## config.mk

```make
export PLATFORM = sky130hd
export DESIGN_NAME = sub_mult_abs
export DESIGN_NICKNAME = d
export VERILOG_FILES = /design/src/source/fixed_point_pkg.sv /design/src/source/axis_frame_pkg.sv /design/src/source/frame_extend_lane.sv /design/src/source/frame_join3.sv /design/src/source/magnitude_saturate.sv /design/src/source/sub_mult.sv /design/src/source/sub_mult_abs.sv
export SDC_FILE = /design/constraint.sdc
export NUM_CORES = 1
export LEC_CHECK = 0
export BUFFER_PORTS_ARGS = -buffer_cell sky130_fd_sc_hd__buf_4
export CAP_MARGIN = 20
export CORE_ASPECT_RATIO = 0.8
export CORE_MARGIN = 1
export CORE_UTILIZATION = 44
export CTS_CLUSTER_SIZE = 24
export DETAILED_ROUTE_END_ITERATION = 10
export SETUP_SLACK_MARGIN = 0.02
export SLEW_MARGIN = 20
export SYNTH_ARGS = -nofsm -noshare
export SYNTH_HDL_FRONTEND = slang
export SYNTH_SLANG_ARGS = --single-unit
```

## constraint.sdc

```tcl
create_clock -name clk -period 9.3 [get_ports clk]
set_input_delay 1.395 -clock clk [delete_from_list [all_inputs] [get_ports clk]]
set_output_delay 1.395 -clock clk [all_outputs]
set_load 0.1 [all_outputs]
```

## src/source/fixed_point_pkg.sv

```systemverilog
`default_nettype none

package fixed_point_pkg;

  // Samples and grid, signed Q4.12
  localparam int data_width     = 16;
  localparam int data_frac_bits = 12;

  // Scale, signed Q4.12
  localparam int scale_width     = 16;
  localparam int scale_frac_bits = 12;

  // Result, unsigned Q4.12 after the magnitude stage
  localparam int rslt_width     = 16;
  localparam int rslt_frac_bits = 12;

  // Product carries data_frac_bits + scale_frac_bits fractional bits
  localparam int rescale_shift = data_frac_bits + scale_frac_bits - rslt_frac_bits;

  typedef logic signed [data_width-1:0]  sample_t;
  typedef logic signed [scale_width-1:0] scale_t;

  // Exact difference of two samples needs one extra bit
  typedef logic signed [data_width:0] diff_t;

  // Full product of diff_t and scale_t, no bits lost
  typedef logic signed [data_width+scale_width:0] product_t;

  // One bit wider than the output so the sign survives until abs
  typedef logic signed [rslt_width:0] signed_rslt_t;

  typedef logic [rslt_width-1:0] rslt_t;

  // Half an output LSB, added before the shift for round-half-up
  localparam product_t round_const = product_t'(2 ** (rescale_shift - 1));

  // Limits of signed_rslt_t, expressed at product width
  localparam product_t sat_max = product_t'(2 ** rslt_width - 1);
  localparam product_t sat_min = -product_t'(2 ** rslt_width);

  // Largest unsigned result
  localparam rslt_t rslt_max = {rslt_width{1'b1}};

endpackage

`default_nettype wire

```

## src/source/axis_frame_pkg.sv

```systemverilog
`default_nettype none

package axis_frame_pkg;

  import fixed_point_pkg::*;

  // Used by both the x and g inputs
  typedef struct packed {
    sample_t data;
    logic    last;
  } sample_beat_t;

  typedef struct packed {
    scale_t data;
    logic   last;
  } scale_beat_t;

  // Aligned triple leaving the joiner
  typedef struct packed {
    sample_t x;
    sample_t g;
    scale_t  s;
    logic    last;
  } joined_beat_t;

  // Between arithmetic and magnitude stage
  typedef struct packed {
    signed_rslt_t data;
    logic         last;
  } signed_beat_t;

  typedef struct packed {
    rslt_t data;
    logic  last;
  } rslt_beat_t;

endpackage

`default_nettype wire

```

## src/source/frame_extend_lane.sv

```systemverilog
`timescale 1ns/1ps
`default_nettype none

module frame_extend_lane import axis_frame_pkg::*; #(
  parameter type beat_t = sample_beat_t
) (
  input  logic  clk,
  input  logic  rst,

  // Upstream stream
  input  beat_t in_beat,
  input  logic  in_valid,
  output logic  in_ready,

  // Towards the joiner
  output beat_t beat,
  output logic  valid,
  output logic  ended,
  input  logic  take,
  input  logic  frame_end
);

  beat_t hold_q;
  beat_t held_beat;
  logic  ended_q;

  // Repeated beat never carries last, the joiner decides end of frame
  always_comb begin
    held_beat      = hold_q;
    held_beat.last = 1'b0;
  end

  assign beat     = ended_q ? held_beat : in_beat;
  assign valid    = ended_q | in_valid;
  assign ended    = ended_q;
  // Next frame waits while this lane repeats its final beat
  assign in_ready = take & ~ended_q;

  always_ff @(posedge clk) begin
    if (take && !ended_q) begin
      hold_q <= in_beat;
    end
  end

  always_ff @(posedge clk) begin
    if (rst) begin
      ended_q <= 1'b0;
    end else if (frame_end) begin
      // Also covers a lane whose last arrives on the closing take
      ended_q <= 1'b0;
    end else if (take && !ended_q && in_beat.last) begin
      ended_q <= 1'b1;
    end
  end

  // Joiner only takes when every lane presents a beat
  take_needs_valid: assert property (
    @(posedge clk) disable iff (rst) take |-> valid
  );

endmodule

`default_nettype wire

```

## src/source/frame_join3.sv

```systemverilog
`timescale 1ns/1ps
`default_nettype none

module frame_join3 import axis_frame_pkg::*; (
  input  logic         clk,
  input  logic         rst,

  // Lane beats
  input  sample_beat_t x,
  input  sample_beat_t g,
  input  scale_beat_t  s,
  input  logic         x_valid,
  input  logic         g_valid,
  input  logic         s_valid,
  input  logic         x_ended,
  input  logic         g_ended,
  input  logic         s_ended,

  // Back to the lanes
  output logic         take,
  output logic         frame_end,

  // Joined stream
  output joined_beat_t out_beat,
  output logic         out_valid,
  input  logic         out_ready
);

  joined_beat_t out_q;
  logic         out_valid_q;
  logic         all_valid;
  logic         frame_done;

  assign all_valid = x_valid & g_valid & s_valid;

  // Frame closes once no lane has more beats to come
  assign frame_done = (x_ended | x.last) & (g_ended | g.last) & (s_ended | s.last);

  // Register free, or being emptied this cycle
  assign take      = all_valid & (~out_valid_q | out_ready);
  assign frame_end = take & frame_done;

  always_ff @(posedge clk) begin
    if (take) begin
      out_q.x    <= x.data;
      out_q.g    <= g.data;
      out_q.s    <= s.data;
      out_q.last <= frame_done;
    end
  end

  always_ff @(posedge clk) begin
    if (rst) begin
      out_valid_q <= 1'b0;
    end else if (take) begin
      out_valid_q <= 1'b1;
    end else if (out_ready) begin
      out_valid_q <= 1'b0;
    end
  end

  assign out_beat  = out_q;
  assign out_valid = out_valid_q;

  // Payload held while the arithmetic stalls
  join_stable_on_stall: assert property (
    @(posedge clk) disable iff (rst)
    out_valid && !out_ready |=> $stable(out_beat)
  );

endmodule

`default_nettype wire

```

## src/source/magnitude_saturate.sv

```systemverilog
`timescale 1ns/1ps
`default_nettype none

module magnitude_saturate import fixed_point_pkg::*, axis_frame_pkg::*; (
  input  logic         clk,
  input  logic         rst,

  input  signed_beat_t in_beat,
  input  logic         in_valid,
  output logic         in_ready,

  output rslt_beat_t   out_beat,
  output logic         out_valid,
  input  logic         out_ready
);

  rslt_beat_t        out_q;
  logic              out_valid_q;
  logic [rslt_width:0] mag;
  rslt_t             clipped;

  // Most negative input gives 2**rslt_width, which still fits here
  always_comb begin
    if (in_beat.data[rslt_width]) begin
      mag = -in_beat.data;
    end else begin
      mag = in_beat.data;
    end
    clipped = (mag > {1'b0, rslt_max}) ? rslt_max : mag[rslt_width-1:0];
  end

  assign in_ready = ~out_valid_q | out_ready;

  always_ff @(posedge clk) begin
    if (in_valid && in_ready) begin
      out_q.data <= clipped;
      out_q.last <= in_beat.last;
    end
  end

  always_ff @(posedge clk) begin
    if (rst) begin
      out_valid_q <= 1'b0;
    end else if (in_ready) begin
      out_valid_q <= in_valid;
    end
  end

  assign out_beat  = out_q;
  assign out_valid = out_valid_q;

  output_stable_on_stall: assert property (
    @(posedge clk) disable iff (rst)
    out_valid && !out_ready |=> out_valid && $stable(out_beat)
  );

endmodule

`default_nettype wire

```

## src/source/sub_mult.sv

```systemverilog
`timescale 1ns/1ps
`default_nettype none

module sub_mult import fixed_point_pkg::*, axis_frame_pkg::*; (
  input  logic         clk,
  input  logic         rst,

  input  joined_beat_t in_beat,
  input  logic         in_valid,
  output logic         in_ready,

  output signed_beat_t out_beat,
  output logic         out_valid,
  input  logic         out_ready
);

  // Stage 1 registers
  diff_t  s1_diff;
  scale_t s1_scale;
  logic   s1_last;
  logic   s1_valid;
  logic   s1_ready;

  // Stage 2 registers
  signed_beat_t s2_q;
  logic         s2_valid;

  // Stage 1 combinational
  diff_t x_ext;
  diff_t g_ext;
  diff_t diff;

  // Stage 2 combinational
  product_t product;
  product_t rounded;
  product_t shifted;
  signed_rslt_t sat;

  always_comb begin
    x_ext = diff_t'(in_beat.x);
    g_ext = diff_t'(in_beat.g);
    diff  = x_ext - g_ext;
  end

  assign s1_ready = ~s2_valid | out_ready;
  assign in_ready = ~s1_valid | s1_ready;

  always_ff @(posedge clk) begin
    if (in_valid && in_ready) begin
      s1_diff  <= diff;
      s1_scale <= in_beat.s;
      s1_last  <= in_beat.last;
    end
  end

  always_ff @(posedge clk) begin
    if (rst) begin
      s1_valid <= 1'b0;
    end else if (in_ready) begin
      s1_valid <= in_valid;
    end
  end

  always_comb begin
    product = product_t'(s1_diff) * product_t'(s1_scale);
    // Round half up, then drop the extra fractional bits
    rounded = product + round_const;
    shifted = rounded >>> rescale_shift;
    if (shifted > sat_max) begin
      sat = signed_rslt_t'(sat_max);
    end else if (shifted < sat_min) begin
      sat = signed_rslt_t'(sat_min);
    end else begin
      sat = signed_rslt_t'(shifted);
    end
  end

  always_ff @(posedge clk) begin
    if (s1_valid && s1_ready) begin
      s2_q.data <= sat;
      s2_q.last <= s1_last;
    end
  end

  always_ff @(posedge clk) begin
    if (rst) begin
      s2_valid <= 1'b0;
    end else if (s1_ready) begin
      s2_valid <= s1_valid;
    end
  end

  assign out_beat  = s2_q;
  assign out_valid = s2_valid;

  // A result is never withdrawn before the magnitude stage takes it
  result_valid_held: assert property (
    @(posedge clk) disable iff (rst)
    out_valid && !out_ready |=> out_valid
  );

endmodule

`default_nettype wire

```

## src/source/sub_mult_abs.sv

```systemverilog
`timescale 1ns/1ps
`default_nettype none

module sub_mult_abs import axis_frame_pkg::*; (
  input  logic         clk,
  input  logic         rst,

  // Samples
  input  sample_beat_t x_beat,
  input  logic         x_valid,
  output logic         x_ready,

  // Grid
  input  sample_beat_t g_beat,
  input  logic         g_valid,
  output logic         g_ready,

  // Scale
  input  scale_beat_t  s_beat,
  input  logic         s_valid,
  output logic         s_ready,

  // abs((x - g) * s)
  output rslt_beat_t   rslt_beat,
  output logic         rslt_valid,
  input  logic         rslt_ready
);

  sample_beat_t x_lane_beat;
  sample_beat_t g_lane_beat;
  scale_beat_t  s_lane_beat;
  logic         x_lane_valid;
  logic         g_lane_valid;
  logic         s_lane_valid;
  logic         x_ended;
  logic         g_ended;
  logic         s_ended;
  logic         take;
  logic         frame_end;

  joined_beat_t joined_beat;
  logic         joined_valid;
  logic         joined_ready;

  signed_beat_t signed_beat;
  logic         signed_valid;
  logic         signed_ready;

  frame_extend_lane #(.beat_t(sample_beat_t)) x_lane (
    .clk(clk), .rst(rst),
    .in_beat(x_beat), .in_valid(x_valid), .in_ready(x_ready),
    .beat(x_lane_beat), .valid(x_lane_valid), .ended(x_ended),
    .take(take), .frame_end(frame_end)
  );

  frame_extend_lane #(.beat_t(sample_beat_t)) g_lane (
    .clk(clk), .rst(rst),
    .in_beat(g_beat), .in_valid(g_valid), .in_ready(g_ready),
    .beat(g_lane_beat), .valid(g_lane_valid), .ended(g_ended),
    .take(take), .frame_end(frame_end)
  );

  frame_extend_lane #(.beat_t(scale_beat_t)) s_lane (
    .clk(clk), .rst(rst),
    .in_beat(s_beat), .in_valid(s_valid), .in_ready(s_ready),
    .beat(s_lane_beat), .valid(s_lane_valid), .ended(s_ended),
    .take(take), .frame_end(frame_end)
  );

  frame_join3 frame_join3_inst (
    .clk(clk), .rst(rst),
    .x(x_lane_beat), .g(g_lane_beat), .s(s_lane_beat),
    .x_valid(x_lane_valid), .g_valid(g_lane_valid), .s_valid(s_lane_valid),
    .x_ended(x_ended), .g_ended(g_ended), .s_ended(s_ended),
    .take(take), .frame_end(frame_end),
    .out_beat(joined_beat), .out_valid(joined_valid), .out_ready(joined_ready)
  );

  sub_mult sub_mult_inst (
    .clk(clk), .rst(rst),
    .in_beat(joined_beat), .in_valid(joined_valid), .in_ready(joined_ready),
    .out_beat(signed_beat), .out_valid(signed_valid), .out_ready(signed_ready)
  );

  magnitude_saturate magnitude_saturate_inst (
    .clk(clk), .rst(rst),
    .in_beat(signed_beat), .in_valid(signed_valid), .in_ready(signed_ready),
    .out_beat(rslt_beat), .out_valid(rslt_valid), .out_ready(rslt_ready)
  );

endmodule

`default_nettype wire

```

==> impl_metrics.py <==
metrics = {
    "sta": {
        "slew_violations": 0,
        "final.setup_skew_ns": 0.01730,
        "setup-violations-final": 0,
        "fin_crit_sh_pct": 78.02,
        "hold_violations": 0,
        "rsz0062_at_grt": "no",
        "hold_slack_ns": 0.4174,
        "setup_slack_ns": 2.045,
        "fin_crit_ns": 7.255,
        "worst-slew-pin-transition_ns": 0.9991,
        "tns_ns": 0,
        "fmax_mhz": 137.8,
        "maxSlewHeadroom_pct": 33.30,
    },
    "power": {
        "p_switching_w": 0.002652,
        "combPwrFrac_pct": 67.8,
        "pwr-share-seq_pct": 19.8,
        "peakVddDrop_mv": 0.3802,
        "p_int_w": 0.003288,
        "power_leakage_nw": 8.544,
        "p_clk_share_pct": 12.3,
        "swShare_pct": 44.65,
        "power_density_nw_per_um2": 315.6,
    },
    "critical_path": {
        "reg2reg_slack_ns": 2.04,
        "path_class": "reg2reg",
        "worst_path_most_repeated_cell": "fa_1",
        "crit_family": "adder cells",
        "r2r-start": "sub_mult_inst.s1_scale[1]",
        "crit_chain": "nand2_1 > inv_1 > fa_1 > fa_1 > fa_1 > fa_1 > fa_1 > inv_1 > fa_1 > inv_1 > ha_1 > a21o_1 > a211oi_1 > and2_4 > o22ai_4 > nor2_4 > o31a_1 > xor2_1 > nor3_1 > a311o_2 > o21a_1",
        "setup.worst_path.start": "sub_mult_inst.s1_scale[1]",
        "cp.arrival_ns": 7.45,
        "max_stage_delay_ns": 0.87,
        "start_kind": "register",
        "worstSetupEndpointType": "register",
        "ff2ff_path_depth": 21,
        "crit_buf_inv": 3,
        "worstPathRequired_ns": 9.49,
        "cp.depth": 21,
        "cp_max_fo": 17,
        "crit_end": "sub_mult_inst.out_beat[3]",
        "crit_slowest_cell": "fa_1",
        "reg2reg_to": "sub_mult_inst.out_beat[3]",
    },
    "layout": {
        "diodes": 0,
        "post-route-util_pct": 49.17,
        "drive_gt1_share_pct": 11.00,
        "nets": 2044,
        "area_growth_pct": 9.835,
        "fillers": 3460,
    },
    "global_route": {
        "antenna_found_initial": 0,
        "grt_max_degree": 54,
        "grt_pass1_vias": 11632,
        "grt-ovfl-total": 0,
        "grt_usage_pct": 18.86,
        "grt_first_pass_wirelength_um": 58480,
    },
    "placement": {
        "dp_hpwl_um": 27030,
        "gp_congestion": 0.8560,
        "preCtsSetupSlack_ns": 2.094,
        "io_buffer_count": 77,
    },
    "synth": {
        "synthCells": 1559,
        "yosysUniqueCellTypes": 62,
        "synth_nets": 1989,
        "avgSynthCellArea_um2": 10.99,
        "synthTopCellsByArea": "fa_1 32%, edfxtp_1 29%, inv_1 7.6%",
        "synth_warnings": 0,
        "yosysSeqAreaShare_pct": 29.91,
        "ys.flop_type": "edfxtp_1",
        "synth_edf_count": 166,
        "yosysMostFrequentCell": "inv_1",
        "ys_seq_elements": 173,
        "async_reset_ff_share_pct": 0,
        "syn_area_um2": 17140,
        "synth_common_cells": "349 x inv_1, 277 x fa_1, 166 x edfxtp_1, 166 x nand2_1, 127 x and2_1",
        "synth_top_area_cell": "fa_1",
        "yosysTopAreaCellShare_pct": 32.36,
    },
    "route": {
        "wl_per_cell_um": 16.13,
        "wl_um": 34230,
        "drt_iter0_drc": 518,
        "drc": 0,
        "ant_nets": 0,
        "vias": 10631,
        "detail_route.vias_per_cell": 5.010,
        "firstDrtPassIters": 5,
    },
    "clock_network": {
        "cts_buffers": 17,
        "clkLatencyLatePin_ns": 0.45,
        "cts_buffer_depth": 2,
        "cts-root-buf": "clkbuf_16",
        "cts_setup_buffers": 0,
        "clk_pin_slew_worst_paths_ns": 0.07,
        "cts_max_level": 4,
        "cts_resized": 0,
        "clkSinkCount": 173,
        "cts_hold_buf": 0,
        "tritoncts": "built",
    },
    "flow_run": {
        "cap_violations": 0,
    },
    "die": {
        "rows": 64,
        "core_um2": 38280,
        "ios": 78,
        "start_util_pct": 44.77,
        "dieWidth_um": 222.6,
        "fp.dieH_um": 178.5,
        "dieArea_um2": 39740,
    },
    "run_status": {
        "status": "finished clean",
    },
    "worst_hold_path": {
        "hp-class": "reg2reg",
    },
}
## placed cells by master, fill, tap and decap left out, drive strengths merged, types with 11 or more instances in the layout
master,instances
inv,357
fa,277
nand2,166
edfxtp,166
and2,128
ha,96
buf,82
nor2,53
mux2,48
xnor2,31
a21oi,30
xor2,21
clkbuf,17
o21ai,17
o21a,16
nand2b,12
nor2b,11
## power by group through the flow
stage | clock (W) | sequential, W | combinational, W
detailed placement | 0 | 0.00119 | 0.00404
CTS | 0.000751 | 0.00118 | 0.00408
finish | 0.000733 | 0.00118 | 0.00403
global route | 0.000781 | 0.00119 | 0.00467
global placement | 0 | 0.00119 | 0.00397
floorplan | 0 | 0.00117 | 0.00338
## cell families after synthesis
kind of cell | share of synthesized area [%]
xor+xnor | 2.658
compound gates | 4.366
buf+inv | 8.740
fa+ha+maj | 39.37
simple gates | 11.75
flops | 29.91
mux | 3.213
## flip-flops by register name (all words and copies together) (netlist names)
signal / count
s_lane.held_beat: 16
s_lane.ended: 1
sub_mult_inst.s1_last: 1
sub_mult_inst.s1_scale: 16
sub_mult_inst.out_beat: 18
sub_mult_inst.out_valid: 1
frame_join3_inst.out_valid: 1
g_lane.held_beat: 16
g_lane.ended: 1
frame_join3_inst.out_beat: 49
magnitude_saturate_inst.out_valid: 1
x_lane.ended: 1
x_lane.held_beat: 16
sub_mult_inst.s1_valid: 1
magnitude_saturate_inst.out_beat: 17
sub_mult_inst.s1_diff: 17
## per-layer routing
layer | vias to the layer above | wire (µm) | GRT usage (%)
met5 | - | 0 | 0
met4 | 0 | 610 | 5.345
met3 | 32 | 1238 | 2.586
met2 | 194 | 17020 | 32.57
met1 | 5464 | 15360 | 24.89
li1 | 4941 | - | -
## final cells by class
| class | instances | area [µm²] | share of cell area [%] |
|---|---|---|---|
| clock buffer | 17 | 425.4 | 2.260 |
| clock inverter | 15 | 190.2 | 1.010 |
| inverter | 349 | 1311 | 6.967 |
| multi-input combinational | 991 | 10540 | 55.97 |
| sequential | 173 | 5125 | 27.23 |
| tap | 495 | 619.3 | 3.291 |
| timing repair buffer | 82 | 615.6 | 3.271 |
## metrics by stage
step / std cells / cell area (µm²) / power [W]
finish: 2122 / 18820 / 0.005940
global route: 2122 / 18820 / 0.006636
CTS: 2122 / 18810 / 0.006005
detailed placement: 2090 / 18190 / 0.005240
global placement: 2090 / 18190 / 0.005166
floorplan: 1559 / 17140 / 0.004550
## how the worst min path moves through the flow
stage	start	endpoint	slack, ns	cells after the start
4_1_cts	frame_join3_inst.out_beat[13]	sub_mult_inst.s1_scale[12]	0.42	0
6_report	frame_join3_inst.out_beat[13]	sub_mult_inst.s1_scale[12]	0.42	0
3_3_place_gp	frame_join3_inst.out_beat[9]	sub_mult_inst.s1_scale[8]	0.40	0
5_1_grt	frame_join3_inst.out_beat[10]	sub_mult_inst.s1_scale[9]	0.43	0
3_5_place_dp	frame_join3_inst.out_beat[13]	sub_mult_inst.s1_scale[12]	0.40	0
2_1_floorplan	sub_mult_inst.out_beat[0]	magnitude_saturate_inst.out_beat[0]	0.40	0
No activity file was read; power rests on OpenSTA's default activity.
